File: src/lau_pkg.sv
package lau_pkg;

	// prefix structure, trades depth for area
	typedef enum logic [1:0] {
		SLOW   = 2'b00,  // serial chain
		MEDIUM = 2'b01,  // brent-kung
		FAST   = 2'b10   // sklansky
	} speed_e;

	// arithmetic request codes
	typedef enum logic [1:0] {
		OP_ADD  = 2'b00,  // a + b
		OP_ADDC = 2'b01,  // a + b + cin
		OP_SUB  = 2'b10   // a + ~b + 1
	} op_e;

	// floor of log2, n must be positive
	function automatic int log2floor(input int n);
		int m;
		int p;
		m = -1;
		p = 1;
		while (p <= n) begin
			m = m + 1;
			p = p * 2;  // next power of two
		end
		return m;
	endfunction

endpackage
File: src/adder_cluster_top.sv
`timescale 1ns/1ps

module adder_cluster_top import lau_pkg::*; #(
	parameter int     width   = 16,    // operand width
	parameter speed_e speed   = FAST,  // prefix structure
	parameter int     credits = 4      // per-client queue depth
) (
	input  logic             clk,
	input  logic             arst_n,
	// client 0
	input  logic             req_valid_0,
	input  op_e              req_op_0,
	input  logic [width-1:0] req_a_0,
	input  logic [width-1:0] req_b_0,
	input  logic             req_cin_0,
	output logic             credit_0,
	// client 1
	input  logic             req_valid_1,
	input  op_e              req_op_1,
	input  logic [width-1:0] req_a_1,
	input  logic [width-1:0] req_b_1,
	input  logic             req_cin_1,
	output logic             credit_1,
	// responses share sum and cout
	output logic             rsp_valid_0,
	output logic             rsp_valid_1,
	output logic [width-1:0] rsp_sum,
	output logic             rsp_cout
);

	logic                    head_valid_0, head_valid_1;
	op_e                     head_op_0, head_op_1;
	logic [width-1:0]        head_a_0, head_a_1;
	logic [width-1:0]        head_b_0, head_b_1;
	logic                    head_cin_0, head_cin_1;
	logic [1:0]              grant;      // also the pop per port
	logic [log2floor(2)-1:0] sel;        // granted port
	logic [1:0]              rsp_valid;

	req_port #(.width(width), .credits(credits)) u_port_0 (
		.clk       (clk),          .arst_n    (arst_n),
		.req_valid (req_valid_0),  .req_op    (req_op_0),
		.req_a     (req_a_0),      .req_b     (req_b_0),
		.req_cin   (req_cin_0),    .pop       (grant[0]),
		.head_valid(head_valid_0), .head_op   (head_op_0),
		.head_a    (head_a_0),     .head_b    (head_b_0),
		.head_cin  (head_cin_0),   .credit    (credit_0)
	);

	req_port #(.width(width), .credits(credits)) u_port_1 (
		.clk       (clk),          .arst_n    (arst_n),
		.req_valid (req_valid_1),  .req_op    (req_op_1),
		.req_a     (req_a_1),      .req_b     (req_b_1),
		.req_cin   (req_cin_1),    .pop       (grant[1]),
		.head_valid(head_valid_1), .head_op   (head_op_1),
		.head_a    (head_a_1),     .head_b    (head_b_1),
		.head_cin  (head_cin_1),   .credit    (credit_1)
	);

	rr_arbiter u_arb (
		.clk      (clk),
		.arst_n   (arst_n),
		.req      ({head_valid_1, head_valid_0}),
		.grant    (grant),
		.grant_idx(sel)
	);

	// granted head into the shared stage
	add_exec #(.width(width), .speed(speed)) u_exec (
		.clk      (clk),
		.arst_n   (arst_n),
		.valid    (|grant),
		.op       (sel[0] ? head_op_1  : head_op_0),
		.a        (sel[0] ? head_a_1   : head_a_0),
		.b        (sel[0] ? head_b_1   : head_b_0),
		.cin      (sel[0] ? head_cin_1 : head_cin_0),
		.idx      (sel[0]),
		.rsp_valid(rsp_valid),
		.rsp_sum  (rsp_sum),
		.rsp_cout (rsp_cout)
	);

	assign rsp_valid_0 = rsp_valid[0];
	assign rsp_valid_1 = rsp_valid[1];

endmodule

File: src/add_exec.sv
`timescale 1ns/1ps

module add_exec import lau_pkg::*; #(
	parameter int     width = 16,   // operand width
	parameter speed_e speed = FAST  // prefix structure of the adder
) (
	input  logic             clk,
	input  logic             arst_n,
	input  logic             valid,      // a head was granted
	input  op_e              op,
	input  logic [width-1:0] a,
	input  logic [width-1:0] b,
	input  logic             cin,
	input  logic             idx,        // owning port
	output logic [1:0]       rsp_valid,  // one bit per port
	output logic [width-1:0] rsp_sum,    // shared between ports
	output logic             rsp_cout
);

	logic [width-1:0] b_op;  // second operand after decode
	logic             c_op;  // carry in after decode
	logic [width-1:0] sum;
	logic             cout;

	always_comb begin
		b_op = b;
		c_op = 1'b0;
		case (op)
			OP_ADD:  c_op = 1'b0;
			OP_ADDC: c_op = cin;   // request carry
			OP_SUB: begin
				b_op = ~b;         // two's complement
				c_op = 1'b1;
			end
			default: c_op = 1'b0;
		endcase
	end

	add_cfast #(
		.width(width),
		.speed(speed)
	) u_add (
		.a   (a),
		.b   (b_op),
		.cin (c_op),
		.sum (sum),
		.cout(cout)
	);

	always_ff @(posedge clk or negedge arst_n) begin
		if (!arst_n) begin
			rsp_valid <= '0;
		end else begin
			rsp_valid <= '0;  // single cycle pulse
			if (valid)
				rsp_valid[idx] <= 1'b1;
		end
	end

	// payload, qualified by rsp_valid
	always_ff @(posedge clk) begin
		if (valid) begin
			rsp_sum  <= sum;
			rsp_cout <= cout;
		end
	end

	a_op_known: assert property (@(posedge clk) disable iff (!arst_n)
		valid |-> !$isunknown(op))
		else $error("add_exec unknown opcode on a granted request");

endmodule

File: src/rr_arbiter.sv
`timescale 1ns/1ps

// two-way round robin with a combinational grant
module rr_arbiter import lau_pkg::*; (
	input  logic                       clk,
	input  logic                       arst_n,
	input  logic [1:0]                 req,       // head valid per port
	output logic [1:0]                 grant,     // one-hot or zero
	output logic [log2floor(2)-1:0]    grant_idx  // index of the granted port
);

	logic prio;  // port that wins a tie

	always_comb begin
		grant = '0;
		if (req[prio])
			grant[prio] = 1'b1;
		else if (req[~prio])
			grant[~prio] = 1'b1;  // other port takes the idle slot
	end

	assign grant_idx = grant[1];

	// last winner drops to low priority
	always_ff @(posedge clk or negedge arst_n) begin
		if (!arst_n)
			prio <= 1'b0;  // port 0 first after reset
		else if (|grant)
			prio <= ~grant_idx;
	end

	a_grant_legal: assert property (@(posedge clk) disable iff (!arst_n)
		$onehot0(grant) && ((grant & ~req) == 2'b00))
		else $error("rr_arbiter grant not one-hot or to an idle port");

endmodule

File: src/req_port.sv
`timescale 1ns/1ps

module req_port import lau_pkg::*; #(
	parameter int width   = 16,  // operand width
	parameter int credits = 4    // queue depth = starting credits
) (
	input  logic             clk,
	input  logic             arst_n,
	input  logic             req_valid,  // costs the client one credit
	input  op_e              req_op,
	input  logic [width-1:0] req_a,
	input  logic [width-1:0] req_b,
	input  logic             req_cin,
	input  logic             pop,        // head granted
	output logic             head_valid,
	output op_e              head_op,
	output logic [width-1:0] head_a,
	output logic [width-1:0] head_b,
	output logic             head_cin,
	output logic             credit      // one credit back
);

	localparam int ew = 2*width + 3;                          // op, a, b, cin
	localparam int aw = (credits > 1) ? $clog2(credits) : 1;  // pointer bits
	localparam int cw = $clog2(credits + 1);                  // fill count bits

	logic [ew-1:0] mem [credits];  // entry storage
	logic [ew-1:0] head;
	logic [aw-1:0] wr_ptr;
	logic [aw-1:0] rd_ptr;
	logic [cw-1:0] count;          // entries held
	logic          full;

	// wrap at depth, depth need not be a power of two
	function automatic logic [aw-1:0] next_ptr(input logic [aw-1:0] p);
		if (p == aw'(credits - 1))
			return '0;
		return p + aw'(1);
	endfunction

	assign full       = (count == cw'(credits));
	assign head_valid = (count != '0);
	assign head       = mem[rd_ptr];
	assign head_op    = op_e'(head[ew-1 -: 2]);
	assign head_a     = head[2*width:width+1];
	assign head_b     = head[width:1];
	assign head_cin   = head[0];

	always_ff @(posedge clk) begin
		if (req_valid)
			mem[wr_ptr] <= {req_op, req_a, req_b, req_cin};
	end

	always_ff @(posedge clk or negedge arst_n) begin
		if (!arst_n) begin
			wr_ptr <= '0;
			rd_ptr <= '0;
			count  <= '0;
			credit <= 1'b0;
		end else begin
			if (req_valid)
				wr_ptr <= next_ptr(wr_ptr);
			if (pop)
				rd_ptr <= next_ptr(rd_ptr);
			case ({req_valid, pop})
				2'b10:   count <= count + cw'(1);
				2'b01:   count <= count - cw'(1);
				default: count <= count;  // idle or push and pop together
			endcase
			credit <= pop;  // registered return, cycle after the pop
		end
	end

	// client overdrew its credits
	a_no_overflow: assert property (@(posedge clk) disable iff (!arst_n)
		req_valid |-> !full)
		else $error("req_port push while full, credit overdraw");

	// arbiter only grants a live head
	a_pop_valid: assert property (@(posedge clk) disable iff (!arst_n)
		pop |-> head_valid)
		else $error("req_port pop from empty queue");

endmodule

File: src/add_cfast.sv
`timescale 1ns/1ps

// {cout, sum} = a + b + cin over a prefix carry tree
module add_cfast import lau_pkg::*; #(
	parameter int     width = 16,   // word width
	parameter speed_e speed = FAST  // prefix structure
) (
	input  logic [width-1:0] a,     // operands
	input  logic [width-1:0] b,
	input  logic             cin,   // carry in
	output logic [width-1:0] sum,
	output logic             cout
);

	logic [width-1:0] gi;  // bit generate
	logic [width-1:0] pi;  // bit propagate, or form
	logic [width-1:0] hs;  // half sum
	logic [width-1:0] go;  // carries out of each bit

	assign gi = a & b;
	assign pi = a | b;
	assign hs = a ^ b;

	prefix_and_or #(
		.width(width),
		.speed(speed)
	) u_prefix (
		.gi (gi),
		.pi (pi),
		.cin(cin),
		.go (go),
		.po ()   // group propagate not needed here
	);

	// carry into bit i is the carry out of bit i-1
	assign sum  = hs ^ {go[width-2:0], cin};
	assign cout = go[width-1];

endmodule

File: src/prefix_and_or.sv
`timescale 1ns/1ps

module prefix_and_or import lau_pkg::*; #(
	parameter int     width = 16,   // word width
	parameter speed_e speed = FAST  // prefix structure
) (
	input  logic [width-1:0] gi,   // bit generate
	input  logic [width-1:0] pi,   // bit propagate
	input  logic             cin,  // fast carry in
	output logic [width-1:0] go,   // group generate, carry in folded
	output logic [width-1:0] po    // group propagate
);

	localparam int n = width;
	localparam int m = (width > 1) ? $clog2(width) : 1;  // tree depth

	logic [n-1:0] gt_out;  // prefix generate before carry-in level
	logic [n-1:0] pt_out;  // prefix propagate

	if (speed == FAST) begin : g_sklansky
		logic [m:0][n-1:0] gt;
		logic [m:0][n-1:0] pt;

		assign gt[0] = gi;
		assign pt[0] = pi;

		for (genvar l = 1; l <= m; l++) begin : g_level
			for (genvar j = 0; j < n; j++) begin : g_bit
				// upper half of each 2**l block
				if (((j >> (l-1)) % 2) == 1) begin : g_black
					// top bit of the lower half feeds the whole upper half
					localparam int src = ((j >> l) << l) + 2**(l-1) - 1;
					assign gt[l][j] = gt[l-1][j] | (pt[l-1][j] & gt[l-1][src]);
					assign pt[l][j] = pt[l-1][j] & pt[l-1][src];
				end else begin : g_white
					assign gt[l][j] = gt[l-1][j];  // pass through
					assign pt[l][j] = pt[l-1][j];
				end
			end
		end

		assign gt_out = gt[m];
		assign pt_out = pt[m];
	end else if (speed == MEDIUM) begin : g_brent_kung
		localparam int nl = 2*m;  // input level plus up and down sweep

		logic [nl-1:0][n-1:0] gt;
		logic [nl-1:0][n-1:0] pt;

		assign gt[0] = gi;
		assign pt[0] = pi;

		for (genvar l = 1; l < nl; l++) begin : g_level
			localparam bit up = (l <= m);                  // reduction half
			localparam int s  = up ? 2**l : 2**(nl - l);   // node span
			for (genvar j = 0; j < n; j++) begin : g_bit
				if (up ? ((j+1) % s == 0) : (j >= s && (j+1) % s == s/2)) begin : g_black
					localparam int src = j - s/2;  // left neighbour group
					assign gt[l][j] = gt[l-1][j] | (pt[l-1][j] & gt[l-1][src]);
					assign pt[l][j] = pt[l-1][j] & pt[l-1][src];
				end else begin : g_white
					assign gt[l][j] = gt[l-1][j];
					assign pt[l][j] = pt[l-1][j];
				end
			end
		end

		assign gt_out = gt[nl-1];
		assign pt_out = pt[nl-1];
	end else begin : g_serial
		logic [n-1:0] gt;
		logic [n-1:0] pt;

		// ripple chain, one node per bit
		assign gt[0] = gi[0];
		assign pt[0] = pi[0];

		for (genvar j = 1; j < n; j++) begin : g_bit
			assign gt[j] = gi[j] | (pi[j] & gt[j-1]);
			assign pt[j] = pi[j] & pt[j-1];
		end

		assign gt_out = gt;
		assign pt_out = pt;
	end

	// extra level for the late carry in
	assign go = gt_out | (pt_out & {width{cin}});
	assign po = pt_out;

endmodule

File: config.mk
export PLATFORM = sky130hd
export DESIGN_NAME = adder_cluster_top
export DESIGN_NICKNAME = d
export VERILOG_FILES = /design/src/lau_pkg.sv /design/src/adder_cluster_top.sv /design/src/add_exec.sv /design/src/rr_arbiter.sv /design/src/req_port.sv /design/src/add_cfast.sv /design/src/prefix_and_or.sv
export SDC_FILE = /design/constraint.sdc
export NUM_CORES = 1
export LEC_CHECK = 0
export BUFFER_PORTS_ARGS = -buffer_cell sky130_fd_sc_hd__buf_4
export CORE_MARGIN = 10
export CORE_UTILIZATION = 50
export DETAILED_ROUTE_END_ITERATION = 8
export PLACE_DENSITY = 0.71
export SYNTH_ARGS = -nofsm -noshare
export SYNTH_HDL_FRONTEND = slang
export SYNTH_SLANG_ARGS = --single-unit
File: constraint.sdc
create_clock -name clk -period 4.3 [get_ports clk]
set_input_delay 0.645 -clock clk [delete_from_list [all_inputs] [get_ports clk]]
set_output_delay 0.645 -clock clk [all_outputs]
set_load 0.05 [all_outputs]
Yosys cells after proc, flatten, opt, wreduce, memory -nomap -nowiden
Memories as Yosys holds them, arrays and structs flattened.
Cells that the tools add are included.

storage, ports and cells
  flip-flop bits (word level) = 36
  RAM bits = 280
  input port bits = 74
  output and inout bits = 21
  word-level logic and storage cells = 192
  memories kept = 2

operators by class
  add/sub/neg operators = 8
  order comparisons = 6
  eq/ne operators = 10
  muxes and demuxes = 41
  bitwise operators = 105
  reduce and logical (&&, ||, !) cells = 8

memory list
  name          words  bits a word  read ports  clocked after Yosys merged registers in  wr ports  line            text
  u_port_0.mem  4      35           1           0                                        1         req_port.sv:27  logic [ew-1:0] mem [credits];
  u_port_1.mem  4      35           1           0                                        1         req_port.sv:27

operators with widths
  cell                 count
  $and 1x1->1          64
  $mux 16              3
  $and 16x16->16       2
  $or 1x1->1           32
  $or 16x16->16        2
  $xor 16x16->16       2
  $mux 2               12
  $mux 1               20
  $not 16->16          1
  $eq 2x2->1 const B   7
  $pmux 3 s2           2
  $add 2x1->2 const B  4
  $add 3x1->3 const B  2
  $eq 2x1->1 const B   3
  $lt 1x2->1 const B   3
  $reduce_bool 3->1    2
  $sub 3x1->3 const B  2
  $reduce_bool 2->1    2
  $demux 1 s1          3
  $ge 1x1->1 const B   3
  $logic_and 1x1->1    3
  $not 1->1            2
  $pmux 1 s2           1
  $reduce_or 2->1      1

Longest topological paths before layout
  depth after elaboration = 21
  gate-level depth with buffers = 18
  depth with buffers taken out = 14

Hierarchy
From an unflattened synthesis, not the netlist that was laid out.

second synthesis, totals
  cells, all modules = 699
  area, all modules = 13684.4 um^2

modules (own cells, without submodules)
  module             instances  cells an instance  area each (um^2)  sequential area each (um^2)
  req_port           2          222                5544.1            4404.2
  add_exec           1          45                 785.8             560.5
  add_cfast          1          96                 720.7             0.0
  adder_cluster_top  1          40                 584.3             0.0
  prefix_and_or      1          67                 444.2             0.0
  rr_arbiter         1          7                  61.3              25.0

Worst setup path after synthesis
Ideal clock, no wire load.

  kind = reg2reg
  start = register u_port_0.rd_ptr[0]
  end = register u_exec.rsp_sum[13] (data pin)
  setup time = 0.263 ns
  arrival = 4.521 ns
  required time = 4.037 ns
  setup slack = -0.485 ns
  cell stages (with the launch flop) = 17
  buffers on the path = 3
  period minus slack after synthesis = 4.785 ns
  cells stage by stage = dfrtp_1 buf_2 buf_1 mux4_2 mux2i_1 ha_1 clkbuf_1 xnor2_1 inv_1 ha_1 nor2_1 and3b_1 a2111o_1 a221o_1 a31oi_4 o221ai_2 xor2_1

between the ends
  word-level cells in the longest chain between the ends = 15
  elaborated cells on any way between the ends = 52
  those cells by class = eq/ne (2); mux (6); bitwise (43); memory (1)

RTL lines
  item                                             line                                              text
  start, declared                                  req_port.sv:30                                    logic [aw-1:0] rd_ptr;
  start signal, assigned                           req_port.sv:64                                    rd_ptr <= next_ptr(rd_ptr);
  $mem_v2 4x35 (*)                                 n/a
  $mux 2 or $mux 16 (tied branches)                adder_cluster_top.sv:73, adder_cluster_top.sv:75
  $eq 2x2->1 or $not 16->16 (tied branches)        add_exec.sv:28, add_exec.sv:32
  $mux 16                                          add_exec.sv:28                                    case (op)
  $or 16x16->16 or $and 16x16->16 (tied branches)  add_cfast.sv:21, add_cfast.sv:20
  $and 1x1->1                                      prefix_and_or.sv:33                               assign gt[l][j] = gt[l-1][j] | (pt[l-1][j] & gt[l-1][src]);
  $or 1x1->1                                       prefix_and_or.sv:33
  $and 1x1->1                                      prefix_and_or.sv:33
  $or 1x1->1                                       prefix_and_or.sv:33
  $and 1x1->1                                      prefix_and_or.sv:33
  $or 1x1->1                                       prefix_and_or.sv:33
  $and 1x1->1                                      prefix_and_or.sv:33
  $or 1x1->1                                       prefix_and_or.sv:33
  $or 16x16->16                                    prefix_and_or.sv:88                               assign go = gt_out | (pt_out & {width{cin}});
  $xor 16x16->16 (*)                               add_cfast.sv:36                                   assign sum = hs ^ {go[width-2:0], cin};
  named net u_exec.sum[13]                         add_exec.sv:22                                    logic [width-1:0] sum;
  end signal, assigned                             add_exec.sv:63                                    rsp_sum <= sum;
  end, declared                                    add_exec.sv:16                                    output logic [width-1:0] rsp_sum,

The timed path passes the listed nets; every way through them passes the cells marked *.
A chain may end at the register's enable or synchronous reset.

Worst setup path after layout
  start = register u_port_1.count[1]
  end = register u_exec.rsp_sum[13] (data pin)

between the ends
  word-level cells in the longest chain between the ends = 19
  elaborated cells on any way between the ends = 58
  those cells by class = eq/ne (2); mux (12); bitwise (43); reduce/logical (1)

RTL lines
  item                                             line                                              text
  start, declared                                  req_port.sv:31                                    logic [cw-1:0] count;
  start signal, assigned                           req_port.sv:66                                    2'b10: count <= count + cw'(1);
  start signal, assigned                           req_port.sv:67                                    2'b01: count <= count - cw'(1);
  start signal, assigned                           req_port.sv:68                                    default: count <= count;
  $reduce_bool 3->1 (*)                            req_port.sv:42                                    assign head_valid = (count != '0);
  $mux 1 (not written as such) (2 in series)       rr_arbiter.sv:18                                  else if (req[~prio])
  $mux 2                                           rr_arbiter.sv:18
  $mux 2 (*)                                       rr_arbiter.sv:16                                  if (req[prio])
  $mux 2 or $mux 16 (tied branches)                adder_cluster_top.sv:73, adder_cluster_top.sv:75
  $eq 2x2->1 or $not 16->16 (tied branches)        add_exec.sv:28, add_exec.sv:32
  $mux 16                                          add_exec.sv:28
  $or 16x16->16 or $and 16x16->16 (tied branches)  add_cfast.sv:21, add_cfast.sv:20
  [... 3 more ...]                                 n/a
  $or 1x1->1                                       prefix_and_or.sv:33
  $and 1x1->1                                      prefix_and_or.sv:33
  $or 1x1->1                                       prefix_and_or.sv:33
  $and 1x1->1                                      prefix_and_or.sv:33
  $or 1x1->1                                       prefix_and_or.sv:33
  $or 16x16->16                                    prefix_and_or.sv:88
  $xor 16x16->16 (*)                               add_cfast.sv:36
  named net u_exec.sum[13]                         add_exec.sv:22

The timed path passes the listed nets; every way through them passes the cells marked *. The select of a mux whose other input is x is not followed.

==> impl_metrics.py <==
metrics = {
    "cts": {
        "cts_setup_buffers": 0,
        "cts_tree": "yes",
        "clk_latency_ps": 550,
        "htree_levels": 1,
        "cts_buffers": 31,
        "clock-root-buffer": "clkbuf_16",
        "clock_path_buffers": 3,
        "clk_pin_slew_ps": 60,
        "numClockSinks": 316,
    },
    "placement": {
        "pre_cts_ws_ps": 150,
        "dp_cells": 1113,
        "gp_congestion": 0.859,
        "portBuffers": 94,
        "dp_hpwl_um": 17800,
    },
    "drt": {
        "drt_iter0_markers": 462,
        "wl_per_cell_um": 22.7,
        "routed-via-count": 6500,
        "wirelength_um": 26700,
        "ant_nets": 0,
        "vias_per_cell": 5.54,
        "firstDrtPassIters": 5,
        "drc": 0,
    },
    "die": {
        "rows": 59,
        "die_x_um": 182,
        "die-area_sq_um": 33300,
        "die_y_um": 182,
        "ios": 95,
        "start_util": 0.508,
        "core_sq_um": 26000,
    },
    "global_routing": {
        "antenna_found_initial": 2,
        "overflow": 0,
        "track_usage": 0.159,
        "grt_pass1_vias": 6948,
        "grt_max_degree": 36,
        "grt_pass1_wl_um": 40900,
    },
    "cells_and_area": {
        "layout.nets": 936,
        "area_growth_pct": 17.0,
        "final_cells": 1173,
        "drive_above_1_share": 0.309,
    },
    "worst_setup_path": {
        "worst_r2r_endpoint": "u_exec.rsp_sum[13]",
        "worstSetupPathType": "reg -> reg",
        "required_ps": 4580,
        "cp-endpoint": "u_exec.rsp_sum[13]",
        "reg2reg_depth": 13,
        "cp_max_fo": 9,
        "worstSetupEndpointType": "flop",
        "arrival_ps": 4400,
        "reg2reg_slack_ps": 180,
        "critPathLaunch": "u_port_1.count[1]",
        "crit-reg2reg-launch": "u_port_1.count[1]",
        "start_kind": "flop",
    },
    "timing": {
        "tightest_slew_ps": 1060,
        "finalSetupTns_ps": 0,
        "post-route-min-period_ps": 4120,
        "skew_ps": 10.6,
        "fmax_mhz": 243,
        "finalCritPeriodShare": 0.958,
        "relSlewSlack": 0.295,
        "setup_viol": 0,
        "rsz0062_at_grt": "false",
        "setup_ws_ps": 181,
        "hold_violations": 0,
        "report.final.slew_viol_count": 0,
    },
    "logic_synthesis": {
        "synth_top_flop_cell": "edfxtp_1",
        "synthCells": 683,
        "yosys-top-cells-area": "edfxtp_1, mux4_2, ha_1",
        "synth_warnings": 0,
        "yosys.area.top_type": "edfxtp_1",
        "syn-num-nets": 807,
        "synth.cell_area_sq_um": 13200,
        "synth.distinct_cells": 41,
        "synth_top_cells_by_count": "edfxtp_1, mux4_2, inv_1, ha_1, mux2i_1",
        "synth_edf_count": 297,
        "synth.most_common_cell": "edfxtp_1",
        "async_reset_ff_frac": 0.0601,
        "netlist.area_leader.share": 0.676,
        "synth.avg_cell_area_sq_um": 19.3,
        "synth_seq_cells": 316,
        "ys_seq_area_frac": 0.712,
    },
    "job": {
        "drv_cap": 0,
    },
    "status": {
        "run_status": "finished, final reports clean",
    },
    "min_path": {
        "min_path_type": "in -> reg",
    },
}
## final cells by class
type	count	area (sq um)
antenna	2	5.00
clock buffer	41	823
clock inverter	16	183
fill	1901	10500
inverter	57	214
multi-input combinational	287	3510
sequential	316	9400
tap	335	419
timing repair buffer	119	896
## critical path, stage by stage, from the launching register on
cell and delay (ps):
dfrtp_1 390, or3_1 470, o21ai_4 140, mux2_2 400, ha_2 240, xor2_1 240
ha_1 210, nor2_1 60, and3b_1 210, a2111o_1 440, a221o_1 390, a31oi_4 330
o221ai_2 170, xor2_1 170
## registers in the layout (all words and copies together) (netlist names)
name              count
u_port_1.wr_ptr       2
u_port_1.count        3
u_exec.rsp_valid      2
u_port_1.credit       1
u_port_0.credit       1
u_port_1.mem        140
u_port_0.count        3
u_port_0.mem        140
u_port_1.rd_ptr       2
u_exec.rsp_sum       16
u_arb.prio            1
u_port_0.rd_ptr       2
u_exec.rsp_cout       1
u_port_0.wr_ptr       2
## routing by layer
layer,vias to the layer above,GRT usage,wire [um],share of wire
li1,2905,-,-,-
met1,3404,0.202,11200,0.42
met2,149,0.272,13700,0.51
met3,40,0.0301,1220,0.046
met4,2,0.0439,560,0.021
met5,-,0,16,0.00060
## logic make-up (layout without fill, tap and decap cells)
kind of cell,after synthesis,after routing,share of synthesized area
flip-flops,316,316,0.712
multiplexers,108,108,0.149
buffers and inverters,80,233,0.0236
AND/OR/NAND/NOR,54,54,0.0207
adder cells (fa/ha/maj),50,50,0.0491
AO/OA/AOI/OAI,39,39,0.0215
XOR/XNOR,36,36,0.0239
other,0,2,0
## placed cells by master, fill, tap and decap left out, types with 2 or more instances in the layout
cell	count
nand2b_1	2
a21o_1	2
or3_1	5
mux2_2	13
clkinv_1	4
clkinv_2	6
nor2b_1	3
dfrtp_2	2
edfxtp_1	297
clkbuf_16	31
dfrtp_1	17
nor3_1	5
xor2_1	19
inv_1	57
nor2_1	13
mux4_2	70
o21bai_1	7
mux2i_1	24
and2_1	6
and2_2	2
xnor2_1	17
o21ai_0	9
nand2_1	12
bufinv_16	4
fa_1	3
diode_2	2
clkbuf_1	9
clkinv_4	2
a21oi_1	9
ha_1	46
buf_4	118
## timing repair
item	CTS	global route
hold buffers	1	0
resized for setup	0	2
hold endpoints to repair	19	0
endpoints found under the setup margin	0	8
## through the flow
stage | hold slack (ps) | area, sq um | util
floorplan | 349 | 13200 | -
global placement | 447 | 14400 | 0.555
detailed placement | 495 | 14400 | 0.555
CTS | 275 | 15400 | 0.594
global route | 275 | 15400 | 0.594
finish | 297 | 15400 | 0.594
## worst min-delay path by stage
stage / startpoint / to / depth (start not counted)
global placement: u_port_1.count[2] / u_port_1.count[2] / 1
floorplan: arst_n / u_arb.prio / 0
finish: req_a_1[4] / u_port_1.mem[1][21] / 1
detailed placement: u_port_0.count[2] / u_port_0.count[2] / 1
CTS: req_a_1[4] / u_port_1.mem[1][21] / 1
global route: req_a_1[4] / u_port_1.mem[1][21] / 1
Power is not shown: default switching activity piles up to over one toggle a cycle in this logic, so the estimate is an artifact.
